<file path="src/rtl/axis_types_pkg.sv">
package axis_types_pkg;

  // stream geometry.
  localparam int data_width = 32;
  localparam int keep_width = data_width / 8;
  localparam int user_width = 2;

  // one dest bit is enough to name the two input ports.
  localparam int dest_width = 1;

  // one beat of the byte stream, 40 bits.
  typedef struct packed {
    logic [data_width-1:0] data;
    logic [keep_width-1:0] keep;
    logic                  last;
    logic [user_width-1:0] user;
    logic [dest_width-1:0] dest;
  } axis_beat_t;

endpackage

</file>
<file path="src/rtl/axis_frame_arbiter.sv">
module axis_frame_arbiter
  import axis_types_pkg::*;
(
  input  logic             clk,
  input  logic             rst,
  input  axis_beat_t [1:0] in_beat,
  input  logic [1:0]       in_valid,
  output logic [1:0]       in_ready,
  output axis_beat_t       m_beat,
  output logic             m_valid,
  input  logic             m_ready
);

  logic busy_reg;
  logic grant_reg;
  logic last_served_reg;
  logic pick;
  logic sel;
  logic xfer;

  // round robin, the port after the last one served goes first.
  assign pick = in_valid[~last_served_reg] ? ~last_served_reg : last_served_reg;
  assign sel  = busy_reg ? grant_reg : pick;
  assign xfer = m_valid && m_ready;

  assign m_valid = in_valid[sel];

  always_comb begin
    m_beat      = in_beat[sel];
    m_beat.dest = dest_width'(sel);
  end

  always_comb begin
    in_ready      = '0;
    in_ready[sel] = m_ready && (busy_reg || m_valid);
  end

  always_ff @(posedge clk) begin
    if (rst) begin
      busy_reg        <= 1'b0;
      grant_reg       <= 1'b0;
      last_served_reg <= 1'b1;
    end else if (xfer && m_beat.last) begin
      busy_reg        <= 1'b0;
      last_served_reg <= sel;
    end else if (!busy_reg && m_valid) begin
      // lock the grant until the end of the frame.
      busy_reg  <= 1'b1;
      grant_reg <= sel;
    end
  end

  a_one_ready: assert property (@(posedge clk) disable iff (rst)
    $onehot0(in_ready));

  a_grant_held: assert property (@(posedge clk) disable iff (rst)
    busy_reg && !(xfer && m_beat.last) |=> busy_reg && $stable(grant_reg));

endmodule

</file>
<file path="config.mk">
export PLATFORM = sky130hd
export DESIGN_NAME = axis_frame_arbiter
export DESIGN_NICKNAME = d
export VERILOG_FILES = /design/src/rtl/axis_types_pkg.sv /design/src/rtl/axis_frame_arbiter.sv
export SDC_FILE = /design/constraint.sdc
export NUM_CORES = 1
export LEC_CHECK = 0
export ABC_CLOCK_PERIOD_IN_PS = 2600
export BUFFER_PORTS_ARGS = -buffer_cell sky130_fd_sc_hd__buf_2
export CELL_PAD_IN_SITES_DETAIL_PLACEMENT = 1
export CELL_PAD_IN_SITES_GLOBAL_PLACEMENT = 2
export CORE_MARGIN = 2
export CORE_UTILIZATION = 10
export DETAILED_ROUTE_END_ITERATION = 10
export PLACE_DENSITY = 0.85
export SLEW_MARGIN = 20
export SYNTH_ARGS = -nofsm -noshare
export SYNTH_HDL_FRONTEND = slang
export SYNTH_SLANG_ARGS = --single-unit
</file>
<file path="constraint.sdc">
create_clock -name clk -period 2.6 [get_ports clk]
set_input_delay 0.13 -clock clk [delete_from_list [all_inputs] [get_ports clk]]
set_output_delay 0.13 -clock clk [all_outputs]
set_load 0.01 [all_outputs]
</file>
==> metrics <==
outcome=complete, no violations; Die Height=89.99 um; area delta synth->final=103.6%; Via density=3.856; worst hold path depth=2; Fmax=slightly above 500 MHz; Worst EP arrival=between 1500 and 2000 ps; worst reg2reg startpoint=last_served_reg; commonest cells in the synthesized netlist=nand2_1 (116), buf_2 (5); final setup TNS=0 ps; Final Max Slew Viols=0; reg-to-reg endpoint=busy_reg; root buf cell=clkbuf_8; reg2reg path depth=5; Post-CTS Setup Inserts=0; hold endpoint=busy_reg; buffer and inverter count on the worst path=2; fill count=a little under 1000; Routed WL per cell=approximately 10 um; Final min period=approximately 1900 ps; DR iter-0 viols=45; hold_buf cts=0; nature of the critical path endpoint=output port; post_cts resized=0; Starting Density=0.1025; number of remaining DRC errors=0; nets@finish=about 360; die width=~90 um; Fin. Hold Viols=0; asr flop ratio synth=0; Site Rows=31; clk_lat worst skew=220 ps; RSZ-0062 raised after global routing=false; max cap viols=0; Post-synth EDFFs=0; clk slew on worst S/H paths=roughly 30 ps; global route overflow=0; critical path fanouts, max=19; largest net degree at the start of global routing=42; number of global-route vias before repair=about 1500; period utilization=0.7435; worst-path cell chain=and2b_1 -> o31ai_4 -> buf_4 -> mux2_4 -> buf_2; IO Count=128; cell area after layout=around 0.0015 mm2; Placed Area=between 0.001 and 0.0015 mm2; Setup-failing EPs final=0; Pleak=around 0.97 nW; Clock Path Buffers=2; routability congestion estimate=around 0.66; power per cell area=about 400 mW/mm2; worst hold path type=input pin to flip-flop; die area=0.008098 mm2; Clock Skew=4.288 ps; syn nets=~240; share of layout cells above drive strength 1=0.4891; CTS tree=yes; sequential share of the synthesized area=0.08122; Core Box Area=between 0.007 and 0.008 mm2; Post-Synthesis Cells=~150; diode count=0; Syn Area/Cell=around 4.8 um2; Sink Count=3; Peak VDD IR=roughly 0.18 mV; DR pass1 iterations=3; cell with the most instances after synthesis=nand2_1; Post-DP HPWL=~3.2 mm; antenna violations before repair=0; Worst slew margin=0.5435; measured slew at the worst slew-check pin=between 600 and 700 ps; Synth area leaders=nand2_1 (59%), dfxtp_1 (8.1%), a311oi_1 (3.6%); Final ANT Viol Nets=0; slowest CP cell=dfxtp_1; max incr delay on CP=approximately 350 ps; Via Count=roughly 1400; post-synth top area share=0.5888; critical path class=flip-flop to output port; first-pass GRT wire length=~6.6 mm; Netlist Area Pre-Place=roughly 740 um2; post-synth cell types=24; Main synth FF type=dfxtp_1; port buffer count=around 130; cell family contributing the most delay on the critical path=buffers and inverters; Synth area leader=nand2_1; H-tree depth=1; Yosys reg bits=3; FF-to-FF setup slack=slightly above 800 ps; Worst EP required=2470 ps; global-route usage over all layers=0.09461; CP Launch Type=flip-flop; Num CTS Buffers=3; Routed WL=~3.9 mm; Synth Warn #=0; hold_sp=rst
[final cells by class]
class	instances	area [um2]	share of cell area
timing repair buffer	127	640.6	0.4256
multi-input combinational	139	624.3	0.4148
tap	99	123.9	0.08229
sequential	3	60.06	0.03990
clock buffer	4	45.04	0.02993
inverter	3	11.26	0.007481
[per-layer routing]
layer  track usage  vias up  wire [um]
met5             0        -          0
met4       0.02308        0         38
met3       0.03018        4        436
met2        0.1793       86       1893
met1        0.1014      629       1489
li1              -      727          -
[stage by stage]
| step | hold WS, ps | instances | util | power (mW) | worst slack [ps] |
|---|---|---|---|---|---|
| floorplan | 196.2 | 154 | - | 0.2786 | 1138 |
| global route | 152.6 | 375 | 0.2086 | 0.6566 | 479.8 |
| detailed placement | 364.7 | 371 | 0.2024 | 0.4706 | 792.1 |
| global placement | 348.3 | 371 | 0.2024 | 0.4609 | 861.5 |
| finish | 137.9 | 375 | 0.2086 | 0.5970 | 666.9 |
| CTS | 133.8 | 375 | 0.2086 | 0.6126 | 602.2 |
[how the worst max path moves through the flow]
| stage | startpoint | endpoint | slack (ps) | depth (start not counted) |
|---|---|---|---|---|
| finish | last_served_reg | m_beat[3] | 670 | 5 |
| global route | last_served_reg | m_beat[11] | 480 | 6 |
| detailed placement | last_served_reg | busy_reg | 790 | 5 |
| global placement | last_served_reg | m_beat[13] | 860 | 6 |
| CTS | last_served_reg | m_beat[13] | 600 | 6 |
| floorplan | last_served_reg | busy_reg | 1140 | 4 |
[cells in the final DEF, fill, tap and decap left out]
cell,instances
clkbuf_1,1
a221oi_2,1
clkbuf_8,3
o31ai_1,1
inv_1,2
a21oi_1,2
a311oi_1,3
buf_2,125
nand2b_1,1
o31ai_4,1
inv_2,1
or3_1,1
dfxtp_1,3
a41oi_1,2
o21ai_0,1
buf_4,2
o211ai_1,1
nor2b_1,1
nor2_1,3
nor2b_2,1
nand2_1,116
mux2i_1,1
mux2_4,1
a211oi_1,1
and2b_1,1
[kinds of logic (layout without fill, tap and decap cells)]
kind of cell,after synthesis,in the layout,synth area share
buf+inv,12,134,0.07445
simple gates,124,124,0.6515
mux,2,2,0.03384
flops,3,3,0.08122
compound gates,13,13,0.1591
[report_power, final]
group          switching, mW  internal (mW)  total [mW]
clock                 0.0338          0.105       0.139
sequential           0.00554         0.0500      0.0555
combinational          0.231          0.172       0.403
[worst reg2reg max path, stage by stage (launching register included)]
cell	delay (ps)
dfxtp_1	350
and2b_1	230
o31ai_4	230
buf_4	290
mux2_4	330
a221oi_2	260
(Power assumes the default switching activity.)
