## config.mk

```make
export PLATFORM = sky130hd
export DESIGN_NAME = axis_frame_fifo
export DESIGN_NICKNAME = d
export VERILOG_FILES = /design/src/rtl/axis_types_pkg.sv /design/src/rtl/frame_status_pkg.sv /design/src/rtl/axis_frame_fifo.sv
export SDC_FILE = /design/constraint.sdc
export NUM_CORES = 2
export LEC_CHECK = 0
export BUFFER_PORTS_ARGS = -buffer_cell sky130_fd_sc_hd__buf_2
export CAP_MARGIN = 20
export CELL_PAD_IN_SITES_DETAIL_PLACEMENT = 0
export CELL_PAD_IN_SITES_GLOBAL_PLACEMENT = 1
export CORE_ASPECT_RATIO = 0.75
export CORE_MARGIN = 2
export CORE_UTILIZATION = 34
export DETAILED_ROUTE_END_ITERATION = 6
export GPL_TIMING_DRIVEN = 0
export PLACE_DENSITY = 0.61
export SLEW_MARGIN = 40
export SYNTH_ARGS = -nofsm -noshare
export SYNTH_HDL_FRONTEND = slang
export SYNTH_SLANG_ARGS = --single-unit
```

## constraint.sdc

```tcl
create_clock -name clk -period 5.6 [get_ports clk]
set_input_delay 0.28 -clock clk [delete_from_list [all_inputs] [get_ports clk]]
set_output_delay 0.28 -clock clk [all_outputs]
set_load 0.01 [all_outputs]
```

## src/rtl/axis_types_pkg.sv

```systemverilog
package axis_types_pkg;

  // stream geometry.
  localparam int data_width = 32;
  localparam int keep_width = data_width / 8;
  localparam int user_width = 2;

  // one dest bit is enough to name the two input ports.
  localparam int dest_width = 1;

  // one beat of the byte stream, 40 bits.
  typedef struct packed {
    logic [data_width-1:0] data;
    logic [keep_width-1:0] keep;
    logic                  last;
    logic [user_width-1:0] user;
    logic [dest_width-1:0] dest;
  } axis_beat_t;

endpackage

```

## src/rtl/frame_status_pkg.sv

```systemverilog
package frame_status_pkg;

  // user bit that marks a frame as bad on its last beat.
  localparam int bad_frame_bit = 0;

  // one-cycle strobes, raised in the cycle after the last beat of a frame.
  typedef struct packed {
    logic overflow;
    logic bad_frame;
    logic good_frame;
  } frame_status_t;

endpackage

```

## src/rtl/axis_frame_fifo.sv

```systemverilog
module axis_frame_fifo
  import axis_types_pkg::*, frame_status_pkg::*;
#(
  parameter int addr_width     = 6,
  parameter bit drop_bad_frame = 1'b1,
  parameter bit drop_when_full = 1'b1
) (
  input  logic          clk,
  input  logic          rst,
  input  axis_beat_t    s_beat,
  input  logic          s_valid,
  output logic          s_ready,
  output axis_beat_t    m_beat,
  output logic          m_valid,
  input  logic          m_ready,
  output frame_status_t status
);

  localparam logic [addr_width:0] depth = {1'b1, {addr_width{1'b0}}};

  // committed pointer and pointer of the frame being written.
  logic [addr_width:0] wr_ptr_reg;
  logic [addr_width:0] wr_ptr_next;
  logic [addr_width:0] wr_ptr_cur_reg;
  logic [addr_width:0] wr_ptr_cur_next;
  logic [addr_width:0] rd_ptr_reg;
  logic [addr_width:0] rd_ptr_next;
  logic [addr_width-1:0] rd_addr_reg;
  logic [addr_width:0] ptr_used;

  axis_beat_t mem [2**addr_width];
  axis_beat_t mem_rd_data_reg;
  logic mem_rd_valid_reg;
  logic mem_rd_valid_next;
  axis_beat_t m_beat_reg;
  logic m_valid_reg;
  logic m_valid_next;

  logic full_cur;
  logic full_wr;
  logic empty;
  logic frame_bad;
  logic write;
  logic read;
  logic store_output;
  logic drop_frame_reg;
  logic drop_frame_next;
  frame_status_t status_reg;
  frame_status_t status_next;

  // the frame in progress has filled all space up to the read pointer.
  assign full_cur = wr_ptr_cur_reg == {~rd_ptr_reg[addr_width], rd_ptr_reg[addr_width-1:0]};
  // the frame in progress is as long as the whole memory and can never fit.
  assign full_wr  = wr_ptr_cur_reg == {~wr_ptr_reg[addr_width], wr_ptr_reg[addr_width-1:0]};
  assign empty    = wr_ptr_reg == rd_ptr_reg;
  assign ptr_used = wr_ptr_reg - rd_ptr_reg;

  assign frame_bad = drop_bad_frame && s_beat.user[bad_frame_bit];

  assign s_ready = !full_cur || full_wr || drop_when_full;
  assign m_beat  = m_beat_reg;
  assign m_valid = m_valid_reg;
  assign status  = status_reg;

  always_comb begin
    write           = 1'b0;
    drop_frame_next = drop_frame_reg;
    status_next     = '0;
    wr_ptr_next     = wr_ptr_reg;
    wr_ptr_cur_next = wr_ptr_cur_reg;
    if (s_valid && s_ready) begin
      if (full_cur || full_wr || drop_frame_reg) begin
        // out of space, discard the rest of the frame.
        drop_frame_next = 1'b1;
        if (s_beat.last) begin
          drop_frame_next      = 1'b0;
          wr_ptr_cur_next      = wr_ptr_reg;
          status_next.overflow = 1'b1;
        end
      end else begin
        write           = 1'b1;
        wr_ptr_cur_next = wr_ptr_cur_reg + 1'b1;
        if (s_beat.last) begin
          if (frame_bad) begin
            wr_ptr_cur_next       = wr_ptr_reg;
            status_next.bad_frame = 1'b1;
          end else begin
            wr_ptr_next            = wr_ptr_cur_reg + 1'b1;
            status_next.good_frame = 1'b1;
          end
        end
      end
    end
  end

  always_ff @(posedge clk) begin
    if (rst) begin
      wr_ptr_reg     <= '0;
      wr_ptr_cur_reg <= '0;
      drop_frame_reg <= 1'b0;
      status_reg     <= '0;
    end else begin
      wr_ptr_reg     <= wr_ptr_next;
      wr_ptr_cur_reg <= wr_ptr_cur_next;
      drop_frame_reg <= drop_frame_next;
      status_reg     <= status_next;
    end
    if (write) begin
      mem[wr_ptr_cur_reg[addr_width-1:0]] <= s_beat;
    end
  end

  // first read stage, memory to read data register.
  always_comb begin
    read              = 1'b0;
    rd_ptr_next       = rd_ptr_reg;
    mem_rd_valid_next = mem_rd_valid_reg;
    if (store_output || !mem_rd_valid_reg) begin
      if (!empty) begin
        read              = 1'b1;
        mem_rd_valid_next = 1'b1;
        rd_ptr_next       = rd_ptr_reg + 1'b1;
      end else begin
        mem_rd_valid_next = 1'b0;
      end
    end
  end

  always_ff @(posedge clk) begin
    if (rst) begin
      rd_ptr_reg       <= '0;
      mem_rd_valid_reg <= 1'b0;
    end else begin
      rd_ptr_reg       <= rd_ptr_next;
      mem_rd_valid_reg <= mem_rd_valid_next;
    end
    rd_addr_reg <= rd_ptr_next[addr_width-1:0];
    if (read) begin
      mem_rd_data_reg <= mem[rd_addr_reg];
    end
  end

  // second read stage, output register.
  always_comb begin
    store_output = 1'b0;
    m_valid_next = m_valid_reg;
    if (m_ready || !m_valid_reg) begin
      store_output = 1'b1;
      m_valid_next = mem_rd_valid_reg;
    end
  end

  always_ff @(posedge clk) begin
    if (rst) begin
      m_valid_reg <= 1'b0;
    end else begin
      m_valid_reg <= m_valid_next;
    end
    if (store_output) begin
      m_beat_reg <= mem_rd_data_reg;
    end
  end

  a_no_overrun: assert property (@(posedge clk) disable iff (rst)
    ptr_used <= depth);

  a_out_stable: assert property (@(posedge clk) disable iff (rst)
    m_valid && !m_ready |=> m_valid && $stable(m_beat));

endmodule

```

==> results.toml <==
[run_status]
status = "completed"

[clock_network]
clock-sinks = 2673
cts_buffers = 243
cts_max_path_buffers = 4
clk_latency_ns = 0.92
cts_tree = "done"
cts-root-buf = "clkbuf_16"
htree_levels = 4
clkSlewWorstSetupHoldPaths_ns = 0.07
cts_resized = 0

[critical_path]
crit_start = "rd_addr_reg[3]"
critPathArrivalTime_ns = 4.89
cp_cell_sequence = "buf_2 -> nor2b_1 -> buf_2 -> clkbuf_1 -> clkbuf_1 -> a22oi_1 -> and3_1 -> a211oi_1"
rr_startpoint = "rd_addr_reg[3]"
path_class = "reg -> reg"
worstPathMaxFanout = 10
crit_path_start_kind = "flop"
crit_path_end_kind = "flop"
path_delay_family = "buffers and inverters"
cpPeakStageDelay_ns = 0.71
cp_slowest_cell = "clkbuf_1"
path_buf_inv = 4
critPathRequiredTime_ns = 6.19

[synth]
synthSimpleGateAreaFrac = 0.01058
muxShareOfSynthArea = 0.1457
async_reset_ff_frac = 0
synth_top_area_frac = 0.7862
synth-edff-count = 2640
synthAdderAreaFrac = 0.0002482
synth_nets = 4403
syn_avg_cell_area_um2 = 23.14
synth.ff_latch_count = 2673
yosysUniqueCellTypes = 51
yosys-top-cells-area = "edfxtp_1 79%, mux4_2 14%, a22oi_1 1.4%, mux2i_1 0.82%, dfxtp_1 0.66%"
synth_warnings = 0
syn_inst = 4357
synth_area_um2 = 100800
synth_xor_xnor_area_share = 0.002779
synth_compound_area_frac = 0.03426
synth.yosys.seq_area_share = 0.7927
synth_top_family_by_area = "multiplexers"
synthFlopType = "edfxtp_1"
synth_area_leader_cell = "edfxtp_1"

[hold_path]
hold_class = "in -> reg"
worstHoldStart = "s_beat[17]"

[route]
routed-wl-met2_mm = 129.9
drt_wl_total_mm = 301.5
dr_wl_met3_mm = 35.76
drt-vias-per-instance = 5.501
drc_errors = 0
top_layer = "met5"
drt-initial-drc-count = 7507
wire_per_inst_um = 33.16
drtAntennaViolNets = 0
drt-met1-wl_mm = 126.9
first_pass_iters = 5
num_vias = 50020

[floorplan]
core_um2 = 295700
ios = 89
dieArea_um2 = 301000
initial_utilization = 0.3410
die-width_um = 632.8
fp.dieH_um = 475.6
placementRows = 173

[power]
totalPowerFinal_mw = 49.78
ir_worst_vdd_v = 0.0002773
p_leak_nw = 37.09
p_per_area_nw_per_um2 = 415.6

[timing]
max-slew-margin-rel = 0.3674
hold_viol = 0
rsz0062_at_grt = "false"
setup_violations = 0
fin_crit_ns = 4.303
finalMaxSlewViolations = 0
period_share = 0.7684
whs_ns = 0.04200
fmax_mhz = 232.4
skew_ns = 0.08720
tightest_slew_ns = 0.9490

[placement]
placed_area_um2 = 111600
io_buffers = 87
hpwlAfterDp_mm = 202.4
place.gp.congestion = 0.8244

[layout]
syn2layout_area_growth_pct = 18.77
layout-drive-gt1-share = 0.2928
fin_nets = 5003
largest_register_ffs = 2560
fillCellCount = 25820
fin_area_um2 = 119800

[grt]
grt_max_degree = 65
antenna_found_initial = 32
grt_pass1_vias = 49110
gr-usage-all-layers = 0.1978
grt_pass1_wl_mm = 409.1
overflow = 0

[flow_run]
max_cap_viol_count = 0
==> synth_stat cells, types with 2 or more instances <==
| master | instances |
|---|---|
| ha_1 | 2 |
| buf_1 | 14 |
| inv_1 | 7 |
| nand3_1 | 12 |
| nor2b_1 | 16 |
| clkbuf_1 | 122 |
| and2_1 | 2 |
| mux2i_1 | 83 |
| and3_1 | 21 |
| buf_4 | 29 |
| a21oi_1 | 95 |
| o21ai_0 | 4 |
| o2bb2ai_1 | 3 |
| nor2_1 | 89 |
| a22oi_1 | 183 |
| buf_6 | 28 |
| a221o_1 | 26 |
| a211oi_1 | 29 |
| or2_1 | 2 |
| or4b_1 | 2 |
| o21ai_1 | 27 |
| xor2_1 | 17 |
| nor3_1 | 10 |
| or4_1 | 17 |
| mux4_2 | 615 |
| a22o_1 | 38 |
| a221oi_1 | 50 |
| xnor2_1 | 15 |
| nand4_1 | 2 |
| o211ai_1 | 19 |
| buf_2 | 60 |
| nor4_1 | 2 |
| dfxtp_1 | 33 |
| edfxtp_1 | 2640 |
| nand2_1 | 16 |
| nand2b_1 | 12 |
==> metal layers <==
layer  vias to the layer above  track usage
met2                      2592       0.2867
met4                         6      0.05305
met5                         -            0
met1                     27070       0.2846
li1                      19990            -
met3                       363      0.06607
==> where the power goes <==
part           switching (mW)  internal, mW  total [mW]
clock                    7.33          8.98        16.3
combinational            6.16          4.43        10.6
sequential              0.256          22.6        22.9
total                    13.7          36.0        49.8
==> metrics by stage <==
stage / cells / util / setup slack (ns) / setup TNS, ns
after floorplan: 4357 / - / 1.716 / 0
after global placement: 8381 / 0.3592 / -1.567 / -2318.86
after detailed placement: 8599 / 0.3774 / 1.377 / 0
after CTS: 9075 / 0.4043 / 1.377 / 0
after global routing: 9090 / 0.4050 / 1.332 / 0
final: 9093 / 0.4051 / 1.297 / 0
==> final cells by class <==
class	instances	area, µm²	area share
antenna	5	12.51	0.0001045
buffer	254	1400	0.01169
clock buffer	294	6336	0.05290
clock inverter	145	1244	0.01038
inverter	8	40.04	0.0003343
multi-input combinational	1422	20110	0.1679
sequential	2673	79940	0.6674
tap	3937	4926	0.04113
timing repair buffer	355	5763	0.04812
==> kinds of logic (layout without fill, tap and decap cells) <==
family          count (synthesis)  after routing
buf+inv                       262           1056
compound gates                478            478
xor+xnor                       32             32
other cells                     1              6
fa+ha+maj                       2              2
mux                           699            699
flops                        2673           2673
simple gates                  210            210
==> path summary, 6_finish.rpt <==
| check | endpoint | slack (ns) | cells after the start |
|---|---|---|---|
| min reg2reg | m_beat[4] | 0.41 | 0 |
| min | mem[32][17] | 0.04 | 1 |
| max | mem_rd_data_reg[16] | 1.30 | 8 |
| max reg2reg | mem_rd_data_reg[16] | 1.30 | 8 |
==> timing repair <==
action | 4_1_cts | 5_1_grt
buffers inserted | 0 | 0
endpoints found under the hold margin | 964 | 299
setup endpoints to repair | 0 | 0
hold buffers | 37 | 6
==> cells in the final DEF, fill, tap and decap left out, types with 17 or more instances in the layout <==
cell type | synthesis | final
bufinv_16 | 0 | 21
buf_16 | 0 | 109
mux4_2 | 615 | 615
a221oi_1 | 50 | 44
clkinv_2 | 0 | 41
clkbuf_16 | 0 | 246
nor2_1 | 89 | 21
buf_6 | 28 | 38
clkbuf_1 | 122 | 133
a211oi_1 | 29 | 26
or4_1 | 17 | 17
clkinv_1 | 0 | 63
a22oi_1 | 183 | 183
dfxtp_1 | 33 | 33
a21oi_1 | 95 | 95
o211ai_1 | 19 | 19
clkbuf_2 | 1 | 39
buf_12 | 0 | 22
dlygate4sd3_1 | 0 | 43
a221o_1 | 26 | 26
o21ai_1 | 27 | 26
and3_1 | 21 | 21
buf_8 | 0 | 83
buf_2 | 60 | 114
a22o_1 | 38 | 38
edfxtp_1 | 2640 | 2640
buf_4 | 29 | 65
mux2i_1 | 83 | 83
nor2_4 | 0 | 66
xor2_1 | 17 | 17
Power figures use the tool's default switching activity.
